File: config.mk
export PLATFORM = sky130hd
export DESIGN_NAME = perip_bridge_axi
export DESIGN_NICKNAME = d
export VERILOG_FILES = /design/src/perip_pkg.sv /design/src/axi_burst_addr.sv /design/src/axi_write_ctrl.sv /design/src/axi_read_ctrl.sv /design/src/perip_regs.sv /design/src/perip_bridge_axi.sv
export SDC_FILE = /design/constraint.sdc
export NUM_CORES = 1
export LEC_CHECK = 0
export BUFFER_PORTS_ARGS = -buffer_cell sky130_fd_sc_hd__buf_2
export CORE_MARGIN = 5
export CORE_UTILIZATION = 55
export DETAILED_ROUTE_END_ITERATION = 8
export PLACE_DENSITY = 0.93
export SLEW_MARGIN = 0
export SYNTH_ARGS = -nofsm -noshare
export SYNTH_HDL_FRONTEND = slang
export SYNTH_SLANG_ARGS = --single-unit
File: constraint.sdc
create_clock -name S_AXI_ACLK -period 3.85 [get_ports S_AXI_ACLK]
set_input_delay 0.385 -clock S_AXI_ACLK [delete_from_list [all_inputs] [get_ports S_AXI_ACLK]]
set_output_delay 0.385 -clock S_AXI_ACLK [all_outputs]
set_load 0.01 [all_outputs]
File: src/perip_pkg.sv
//--------------------
// perip package
// bus widths, burst and response codes, register map,
// write request struct and controller states
//--------------------
package perip_pkg;

    // widths that carry a meaning on the bus
    typedef logic [15:0] addr_t;
    typedef logic [31:0] data_t;
    typedef logic [3:0]  strb_t;
    typedef logic [7:0]  axi_len_t;   // beats minus one
    typedef logic [1:0]  burst_t;
    typedef logic [1:0]  resp_t;

    localparam burst_t BURST_FIXED = 2'd0;
    localparam burst_t BURST_INCR  = 2'd1;
    localparam burst_t BURST_WRAP  = 2'd2;   // 3 is reserved, treated as incr

    localparam resp_t RESP_OKAY = 2'd0;

    localparam int BEAT_BYTES = 4;

    // register map, byte offsets
    localparam addr_t REG_LED    = 16'h0000;
    localparam addr_t REG_SEG_LO = 16'h0004;
    localparam addr_t REG_SEG_HI = 16'h0008;  // only bits 7:0 live
    localparam addr_t REG_SW_LO  = 16'h0010;
    localparam addr_t REG_SW_HI  = 16'h0014;
    localparam addr_t REG_KEY    = 16'h0018;

    // one register write from the write controller
    typedef struct packed {
        addr_t addr;
        data_t data;
        strb_t strb;
    } perip_wr_req_t;

    typedef enum logic [1:0] {
        WR_IDLE,
        WR_DATA,
        WR_RESP
    } wr_state_t;

    typedef enum logic {
        RD_IDLE,
        RD_DATA
    } rd_state_t;

endpackage

File: src/axi_burst_addr.sv
//--------------------
// axi burst address step
// next beat address for fixed, incr and wrap bursts,
// 4 bytes per beat
//--------------------
`timescale 1ns/10ps

module axi_burst_addr (
    input  perip_pkg::addr_t    cur_addr,
    input  perip_pkg::burst_t   burst,
    input  perip_pkg::axi_len_t len,
    output perip_pkg::addr_t    next_addr
);

    perip_pkg::addr_t aligned;
    perip_pkg::addr_t incr_addr;
    perip_pkg::addr_t wrap_size;
    perip_pkg::addr_t wrap_mask;
    perip_pkg::addr_t wrap_addr;

    assign aligned   = {cur_addr[15:2], 2'b00};
    assign incr_addr = aligned + perip_pkg::addr_t'(perip_pkg::BEAT_BYTES);

    // block of (len+1) beats, power of two for legal wrap lengths
    assign wrap_size = (perip_pkg::addr_t'(len) + 16'd1)
                       * perip_pkg::addr_t'(perip_pkg::BEAT_BYTES);
    assign wrap_mask = wrap_size - 16'd1;

    // upper bits stay in the block, low bits roll over
    assign wrap_addr = (aligned & ~wrap_mask) | (incr_addr & wrap_mask);

    always_comb begin
        case (burst)
            perip_pkg::BURST_FIXED: begin
                next_addr = cur_addr;   // same address every beat
            end
            perip_pkg::BURST_WRAP: begin
                next_addr = wrap_addr;
            end
            default: begin
                // incr, and the reserved code
                next_addr = incr_addr;
            end
        endcase
    end

endmodule

File: src/axi_write_ctrl.sv
//--------------------
// axi write controller
// one burst at a time over aw, w and b;
// each accepted w beat becomes a strobed register write
//--------------------
`timescale 1ns/10ps

module axi_write_ctrl #(
    parameter int ID_WIDTH = 4
) (
    input  logic                     S_AXI_ACLK,
    input  logic                     S_AXI_ARESETN,
    input  logic [ID_WIDTH-1:0]      S_AXI_AWID,
    input  perip_pkg::addr_t         S_AXI_AWADDR,
    input  perip_pkg::axi_len_t      S_AXI_AWLEN,
    input  perip_pkg::burst_t        S_AXI_AWBURST,
    input  logic                     S_AXI_AWVALID,
    output logic                     S_AXI_AWREADY,
    input  perip_pkg::data_t         S_AXI_WDATA,
    input  perip_pkg::strb_t         S_AXI_WSTRB,
    input  logic                     S_AXI_WLAST,
    input  logic                     S_AXI_WVALID,
    output logic                     S_AXI_WREADY,
    output logic [ID_WIDTH-1:0]      S_AXI_BID,
    output perip_pkg::resp_t         S_AXI_BRESP,
    output logic                     S_AXI_BVALID,
    input  logic                     S_AXI_BREADY,
    output perip_pkg::perip_wr_req_t wr_req,
    output logic                     wr_en
);

    perip_pkg::wr_state_t state;
    logic [ID_WIDTH-1:0]  aw_id;
    perip_pkg::burst_t    aw_burst;
    perip_pkg::axi_len_t  aw_len;
    perip_pkg::addr_t     beat_addr;
    perip_pkg::addr_t     next_addr;
    perip_pkg::axi_len_t  beat_cnt;
    logic                 aw_hs;
    logic                 w_hs;

    assign S_AXI_AWREADY = (state == perip_pkg::WR_IDLE);
    assign S_AXI_WREADY  = (state == perip_pkg::WR_DATA);
    assign S_AXI_BVALID  = (state == perip_pkg::WR_RESP);
    assign S_AXI_BID     = aw_id;
    assign S_AXI_BRESP   = perip_pkg::RESP_OKAY;

    assign aw_hs = S_AXI_AWVALID && S_AXI_AWREADY;
    assign w_hs  = S_AXI_WVALID && S_AXI_WREADY;

    // write lands on the same edge as the w handshake
    assign wr_en       = w_hs;
    assign wr_req.addr = beat_addr;
    assign wr_req.data = S_AXI_WDATA;
    assign wr_req.strb = S_AXI_WSTRB;

    axi_burst_addr i_axi_burst_addr (
        .cur_addr  (beat_addr),
        .burst     (aw_burst),
        .len       (aw_len),
        .next_addr (next_addr)
    );

    always_ff @(posedge S_AXI_ACLK) begin
        if (!S_AXI_ARESETN) begin
            state <= perip_pkg::WR_IDLE;
        end else begin
            case (state)
                perip_pkg::WR_IDLE: if (aw_hs) state <= perip_pkg::WR_DATA;
                perip_pkg::WR_DATA: if (w_hs && S_AXI_WLAST) state <= perip_pkg::WR_RESP;
                perip_pkg::WR_RESP: if (S_AXI_BREADY) state <= perip_pkg::WR_IDLE;
                default:            state <= perip_pkg::WR_IDLE;
            endcase
        end
    end

    // burst context, loaded on aw
    always_ff @(posedge S_AXI_ACLK) begin
        if (aw_hs) begin
            aw_id     <= S_AXI_AWID;
            aw_burst  <= S_AXI_AWBURST;
            aw_len    <= S_AXI_AWLEN;
            beat_addr <= S_AXI_AWADDR;
            beat_cnt  <= '0;
        end else if (w_hs && beat_cnt != aw_len) begin
            // beats past awlen keep hitting the last address
            beat_addr <= next_addr;
            beat_cnt  <= beat_cnt + 8'd1;
        end
    end

endmodule

File: src/axi_read_ctrl.sv
//--------------------
// axi read controller
// one burst at a time over ar and r, walks the
// beat addresses and flags the last beat
//--------------------
`timescale 1ns/10ps

module axi_read_ctrl #(
    parameter int ID_WIDTH = 4
) (
    input  logic                S_AXI_ACLK,
    input  logic                S_AXI_ARESETN,
    input  logic [ID_WIDTH-1:0] S_AXI_ARID,
    input  perip_pkg::addr_t    S_AXI_ARADDR,
    input  perip_pkg::axi_len_t S_AXI_ARLEN,
    input  perip_pkg::burst_t   S_AXI_ARBURST,
    input  logic                S_AXI_ARVALID,
    output logic                S_AXI_ARREADY,
    output logic [ID_WIDTH-1:0] S_AXI_RID,
    output perip_pkg::resp_t    S_AXI_RRESP,
    output logic                S_AXI_RLAST,
    output logic                S_AXI_RVALID,
    input  logic                S_AXI_RREADY,
    output perip_pkg::addr_t    rd_addr
);

    perip_pkg::rd_state_t state;
    logic [ID_WIDTH-1:0]  ar_id;
    perip_pkg::burst_t    ar_burst;
    perip_pkg::axi_len_t  ar_len;
    perip_pkg::addr_t     beat_addr;
    perip_pkg::addr_t     next_addr;
    perip_pkg::axi_len_t  beat_cnt;
    logic                 ar_hs;
    logic                 r_hs;

    assign S_AXI_ARREADY = (state == perip_pkg::RD_IDLE);
    assign S_AXI_RVALID  = (state == perip_pkg::RD_DATA);
    assign S_AXI_RID     = ar_id;
    assign S_AXI_RRESP   = perip_pkg::RESP_OKAY;
    assign S_AXI_RLAST   = S_AXI_RVALID && (beat_cnt == ar_len);

    assign ar_hs = S_AXI_ARVALID && S_AXI_ARREADY;
    assign r_hs  = S_AXI_RVALID && S_AXI_RREADY;

    assign rd_addr = beat_addr;  // rdata follows combinationally

    axi_burst_addr i_axi_burst_addr (
        .cur_addr  (beat_addr),
        .burst     (ar_burst),
        .len       (ar_len),
        .next_addr (next_addr)
    );

    always_ff @(posedge S_AXI_ACLK) begin
        if (!S_AXI_ARESETN) begin
            state <= perip_pkg::RD_IDLE;
        end else begin
            case (state)
                perip_pkg::RD_IDLE: if (ar_hs) state <= perip_pkg::RD_DATA;
                perip_pkg::RD_DATA: if (r_hs && S_AXI_RLAST) state <= perip_pkg::RD_IDLE;
                default:            state <= perip_pkg::RD_IDLE;
            endcase
        end
    end

    // burst context; holds while rready is low
    always_ff @(posedge S_AXI_ACLK) begin
        if (ar_hs) begin
            ar_id     <= S_AXI_ARID;
            ar_burst  <= S_AXI_ARBURST;
            ar_len    <= S_AXI_ARLEN;
            beat_addr <= S_AXI_ARADDR;
            beat_cnt  <= '0;
        end else if (r_hs) begin
            beat_addr <= next_addr;
            beat_cnt  <= beat_cnt + 8'd1;
        end
    end

endmodule

File: src/perip_regs.sv
//--------------------
// virtual peripheral registers
// led and seven-segment registers with byte strobes,
// switch and key inputs, read decode over the map
//--------------------
`timescale 1ns/10ps

module perip_regs (
    input  logic                     S_AXI_ACLK,
    input  logic                     S_AXI_ARESETN,
    input  perip_pkg::perip_wr_req_t wr_req,
    input  logic                     wr_en,
    input  perip_pkg::addr_t         rd_addr,
    input  logic [63:0]              sw_in,
    input  logic [7:0]               key_in,
    output perip_pkg::data_t         rd_data,
    output logic [39:0]              seg_out,
    output logic [31:0]              led_out
);

    perip_pkg::data_t led_r;
    perip_pkg::data_t seg_lo_r;
    logic [7:0]       seg_hi_r;
    perip_pkg::addr_t wr_off;
    perip_pkg::addr_t rd_off;
    logic             wr_hit;
    logic             rd_hit;

    // merge the strobed bytes of a new word over an old one
    function automatic perip_pkg::data_t strobe_merge(
        input perip_pkg::data_t old_w,
        input perip_pkg::data_t new_w,
        input perip_pkg::strb_t strb
    );
        perip_pkg::data_t res;
        res = old_w;
        for (int i = 0; i < 4; i++) begin
            if (strb[i]) res[8*i +: 8] = new_w[8*i +: 8];
        end
        return res;
    endfunction

    // map lives below 0x20; byte lanes ignored
    assign wr_hit = (wr_req.addr[15:5] == '0);
    assign rd_hit = (rd_addr[15:5] == '0);
    assign wr_off = wr_req.addr & 16'h001c;
    assign rd_off = rd_addr & 16'h001c;

    always_ff @(posedge S_AXI_ACLK) begin
        if (!S_AXI_ARESETN) begin
            led_r    <= '0;
            seg_lo_r <= '0;
            seg_hi_r <= '0;
        end else if (wr_en && wr_hit) begin
            case (wr_off)
                perip_pkg::REG_LED:    led_r <= strobe_merge(led_r, wr_req.data, wr_req.strb);
                perip_pkg::REG_SEG_LO: seg_lo_r <= strobe_merge(seg_lo_r, wr_req.data, wr_req.strb);
                perip_pkg::REG_SEG_HI: if (wr_req.strb[0]) seg_hi_r <= wr_req.data[7:0];
                default: ;  // switch, key and gaps are read-only
            endcase
        end
    end

    always_comb begin
        rd_data = '0;
        if (rd_hit) begin
            case (rd_off)
                perip_pkg::REG_LED:    rd_data = led_r;
                perip_pkg::REG_SEG_LO: rd_data = seg_lo_r;
                perip_pkg::REG_SEG_HI: rd_data = {24'd0, seg_hi_r};
                perip_pkg::REG_SW_LO:  rd_data = sw_in[31:0];
                perip_pkg::REG_SW_HI:  rd_data = sw_in[63:32];
                perip_pkg::REG_KEY:    rd_data = {24'd0, key_in};
                default:               rd_data = '0;
            endcase
        end
    end

    assign led_out = led_r;
    assign seg_out = {seg_hi_r, seg_lo_r};  // digit 4 on top

endmodule

File: src/perip_bridge_axi.sv
//--------------------
// axi4 peripheral bridge
// axi4 slave in front of the virtual board registers,
// separate write and read controllers
//--------------------
`timescale 1ns/10ps

module perip_bridge_axi #(
    parameter int ID_WIDTH = 4
) (
    input  logic                S_AXI_ACLK,
    input  logic                S_AXI_ARESETN,
    // write address
    input  logic [ID_WIDTH-1:0] S_AXI_AWID,
    input  perip_pkg::addr_t    S_AXI_AWADDR,
    input  perip_pkg::axi_len_t S_AXI_AWLEN,
    input  perip_pkg::burst_t   S_AXI_AWBURST,
    input  logic                S_AXI_AWVALID,
    output logic                S_AXI_AWREADY,
    // write data
    input  perip_pkg::data_t    S_AXI_WDATA,
    input  perip_pkg::strb_t    S_AXI_WSTRB,
    input  logic                S_AXI_WLAST,
    input  logic                S_AXI_WVALID,
    output logic                S_AXI_WREADY,
    // write response
    output logic [ID_WIDTH-1:0] S_AXI_BID,
    output perip_pkg::resp_t    S_AXI_BRESP,
    output logic                S_AXI_BVALID,
    input  logic                S_AXI_BREADY,
    // read address
    input  logic [ID_WIDTH-1:0] S_AXI_ARID,
    input  perip_pkg::addr_t    S_AXI_ARADDR,
    input  perip_pkg::axi_len_t S_AXI_ARLEN,
    input  perip_pkg::burst_t   S_AXI_ARBURST,
    input  logic                S_AXI_ARVALID,
    output logic                S_AXI_ARREADY,
    // read data
    output logic [ID_WIDTH-1:0] S_AXI_RID,
    output perip_pkg::data_t    S_AXI_RDATA,
    output perip_pkg::resp_t    S_AXI_RRESP,
    output logic                S_AXI_RLAST,
    output logic                S_AXI_RVALID,
    input  logic                S_AXI_RREADY,
    // board pins
    input  logic [63:0]         sw_in,
    input  logic [7:0]          key_in,
    output logic [39:0]         seg_out,
    output logic [31:0]         led_out
);

    perip_pkg::perip_wr_req_t wr_req;
    logic                     wr_en;
    perip_pkg::addr_t         rd_addr;

    axi_write_ctrl #(.ID_WIDTH(ID_WIDTH)) i_axi_write_ctrl (
        .S_AXI_ACLK, .S_AXI_ARESETN,
        .S_AXI_AWID, .S_AXI_AWADDR, .S_AXI_AWLEN, .S_AXI_AWBURST,
        .S_AXI_AWVALID, .S_AXI_AWREADY,
        .S_AXI_WDATA, .S_AXI_WSTRB, .S_AXI_WLAST, .S_AXI_WVALID, .S_AXI_WREADY,
        .S_AXI_BID, .S_AXI_BRESP, .S_AXI_BVALID, .S_AXI_BREADY,
        .wr_req, .wr_en
    );

    axi_read_ctrl #(.ID_WIDTH(ID_WIDTH)) i_axi_read_ctrl (
        .S_AXI_ACLK, .S_AXI_ARESETN,
        .S_AXI_ARID, .S_AXI_ARADDR, .S_AXI_ARLEN, .S_AXI_ARBURST,
        .S_AXI_ARVALID, .S_AXI_ARREADY,
        .S_AXI_RID, .S_AXI_RRESP, .S_AXI_RLAST, .S_AXI_RVALID, .S_AXI_RREADY,
        .rd_addr
    );

    // register data goes straight out on rdata
    perip_regs i_perip_regs (
        .S_AXI_ACLK, .S_AXI_ARESETN,
        .wr_req, .wr_en, .rd_addr,
        .sw_in, .key_in,
        .rd_data (S_AXI_RDATA),
        .seg_out, .led_out
    );

endmodule

==> results.py <==
metrics = {
    "outcome": {
        "status": "finished clean",
    },
    "yosys": {
        "avgSynthCellArea_um2": 9.57,
        "ys_ff_latch": 147,
        "seq_area_frac_synth_pct": 41.7,
        "netlist.area_leader.share_pct": 21.7,
        "synthArstFlopShare_pct": 0,
        "ys_warn_count": 0,
        "synth_edf_count": 56,
        "synth_area_leaders": "dfxtp_1 (22%), edfxtp_1 (20%), mux2i_1 (8.7%)",
        "synthesis.area_um2": 8390,
        "yosysTopAreaCell": "dfxtp_1",
        "synth_cells": 877,
        "synth_cell_types": 60,
        "synth_ff_type": "dfxtp_1",
    },
    "worst_setup_path": {
        "endpoint": "S_AXI_RDATA[24]",
        "end_kind": "primary output",
        "startpoint_type": "flip-flop",
        "r2r-start": "i_axi_write_ctrl.aw_len[0]",
        "crit_arrival_ns": 2.73,
        "worstPathRequired_ns": 3.46,
        "ff2ff_setup_slack_ns": 0.79,
        "reg2regPathDepth": 5,
        "cp_max_fo": 21,
        "critPathKind": "flip-flop to primary output",
    },
    "power": {
        "sw_frac_of_total_pct": 26.6,
        "power_frac_comb_pct": 14.5,
        "vdd_ir_drop_max_mv": 0.256,
        "seq_power_share_pct": 43.8,
        "p_clk_share_pct": 41.8,
        "power.internal_mw": 2.98,
        "p_per_area_nw_per_um2": 386,
        "power.leakage_nw": 4.75,
        "p_switching_mw": 1.08,
    },
    "clock_tree": {
        "cts_tree": "yes",
        "h-tree-depth": 4,
        "clockBufferDepth": 2,
        "path_clk_slew_ns": 0.06,
        "post_cts_resized": 0,
        "holdBufCountCts": 0,
        "clockRootBuffer": "clkbuf_16",
        "clk_latency_ns": 0.42,
        "post_cts_buffers": 0,
        "cts_buffers": 17,
        "clock_sinks": 147,
    },
    "placed_design": {
        "port_buffers": 289,
        "place_area_um2": 9920,
        "dp.cells": 1311,
        "gp_congestion": 0.953,
        "dpl.hpwl_um": 19600,
    },
    "grt": {
        "grt_pass1_vias": 7838,
        "grt_usage_pct": 28.2,
        "grt_remaining_overflow": 0,
        "grt_max_degree": 76,
        "grt_pass1_wl_um": 40200,
        "antenna_found_initial": 1,
    },
    "drt": {
        "wl_per_cell_um": 19.5,
        "drtAntennaViolNets": 0,
        "drtIter0Drc": 748,
        "dr_total_vias": 7956,
        "dr.pass1.iters": 6,
        "wirelength_um": 26200,
        "viasPerCell": 5.92,
        "post-route-drc-count": 0,
    },
    "layout": {
        "drive_gt1_share_pct": 32.6,
        "fill_cells": 1095,
        "n_antenna_cell": 0,
        "syn2layout_area_growth_pct": 25.5,
        "nNetsFinal": 1330,
        "final_core_util_pct": 69.8,
        "final_cells": 1343,
        "final_area_um2": 10500,
    },
    "sta": {
        "relSlewSlack_pct": 25.0,
        "hold_viol_final": 0,
        "fin_crit_sh_pct": 81.0,
        "clock_skew_ns": 0.00857,
        "fmax_mhz": 321,
        "rsz0062_at_grt": "no",
        "timing.setup.tns_ns": 0,
        "setup_viol": 0,
        "tightest_slew_ns": 1.12,
        "min_period_ns": 3.12,
        "report.final.slew_viol_count": 0,
    },
    "floorplanning": {
        "rows": 45,
        "coreArea_um2": 15100,
        "die_w_um": 134,
        "initial_core_util_pct": 55.6,
        "die_h_um": 134,
        "ios": 298,
        "dieArea_um2": 17800,
    },
    "min_path": {
        "hold_depth": 1,
        "hold_path_class": "input port to flip-flop",
    },
    "run": {
        "cap_violations": 0,
    },
}
kinds of logic after synthesis:
| group | count (synthesis) | synth area share [%] |
|---|---|---|
| xor+xnor | 65 | 6.78 |
| fa+ha+maj | 12 | 1.79 |
| simple gates | 301 | 19.0 |
| other cells | 1 | 0.0447 |
| buf+inv | 75 | 3.76 |
| flops | 147 | 41.7 |
| compound gates | 177 | 14.6 |
| mux | 99 | 12.2 |
area by class of cell:
cell class / count / area [um^2] / share of cell area (%)
clock buffer: 17 / 425 / 4.04
clock inverter: 15 / 179 / 1.70
inverter: 17 / 63.8 / 0.606
multi-input combinational: 658 / 4580 / 43.5
sequential: 147 / 3500 / 33.3
tap: 188 / 235 / 2.23
timing repair buffer: 301 / 1540 / 14.6
cells in the mapped netlist, drive strengths merged, types with 5 or more instances:
cell type,instances
a211oi,14
a21boi,8
a21oi,42
a221oi,6
a222oi,8
a22oi,41
a31oi,12
and2,5
and3,9
and4,5
buf,21
clkbuf,37
dfxtp,91
edfxtp,56
ha,12
inv,17
mux2,26
mux2i,73
nand2,61
nand2b,7
nand3,27
nand4,12
nor2,72
nor2b,72
nor3,13
nor4,7
o21a,6
o21ai,23
xnor2,41
xor2,24
cells in the final DEF (no fill, tap or decap), types with 17 or more instances in the layout:
master,netlist,routed
edfxtp_1,56,56
a22oi_1,41,41
xor2_1,24,24
nor2_1,72,72
nand2_1,61,61
a21oi_1,42,42
clkbuf_16,0,17
nand3_1,18,18
o21ai_0,22,22
nor2b_1,72,72
inv_1,17,17
dfxtp_1,91,91
xnor2_1,41,41
mux2_2,26,26
buf_2,12,289
mux2i_1,73,73
per-stage QoR:
| stage | worst slack, ns | total power, mW | hold slack [ns] |
|---|---|---|---|
| after floorplan | 1.33 | 2.16 | 0.448 |
| after global placement | 0.975 | 2.36 | 0.464 |
| after detailed placement | 0.848 | 2.39 | 0.478 |
| after CTS | 0.776 | 4.07 | 0.121 |
| after global routing | 0.608 | 4.22 | 0.116 |
| final | 0.733 | 4.06 | 0.143 |
per-layer routing:
layer	vias up	global-route usage [%]	share of wire, %
met3	73	6.23	8.4
met1	3730	34.2	40
met2	449	48.4	49
li1	3702	-	-
met5	-	0	0.076
met4	2	11.8	3.5
worst min path at each step:
stage	startpoint	end	slack, ns
2_1_floorplan	i_axi_write_ctrl.state[1]	i_axi_write_ctrl.state[0]	0.45
3_3_place_gp	i_axi_write_ctrl.beat_cnt[7]	i_axi_write_ctrl.beat_cnt[7]	0.46
3_5_place_dp	i_axi_write_ctrl.beat_cnt[6]	i_axi_write_ctrl.beat_cnt[6]	0.48
4_1_cts	S_AXI_ARLEN[6]	i_axi_read_ctrl.ar_len[6]	0.12
5_1_grt	S_AXI_ARLEN[6]	i_axi_read_ctrl.ar_len[6]	0.12
6_report	S_AXI_ARLEN[6]	i_axi_read_ctrl.ar_len[6]	0.14
power groups by stage:
stage | clock [mW] | sequential (mW) | combinational, mW
detailed placement | 0 | 1.81 | 0.577
floorplan | 0 | 1.78 | 0.385
global route | 1.80 | 1.79 | 0.637
finish | 1.70 | 1.78 | 0.588
global placement | 0 | 1.80 | 0.555
CTS | 1.72 | 1.78 | 0.580
worst max-delay path: stages, from the launching register on:
cell and delay, ns:
edfxtp_1 0.48, inv_1 0.12, ha_1 0.16, and2_1 0.88, a22oi_1 0.24, a21oi_1 0.27
buf_2 0.17
Power figures use the tool's default switching activity.
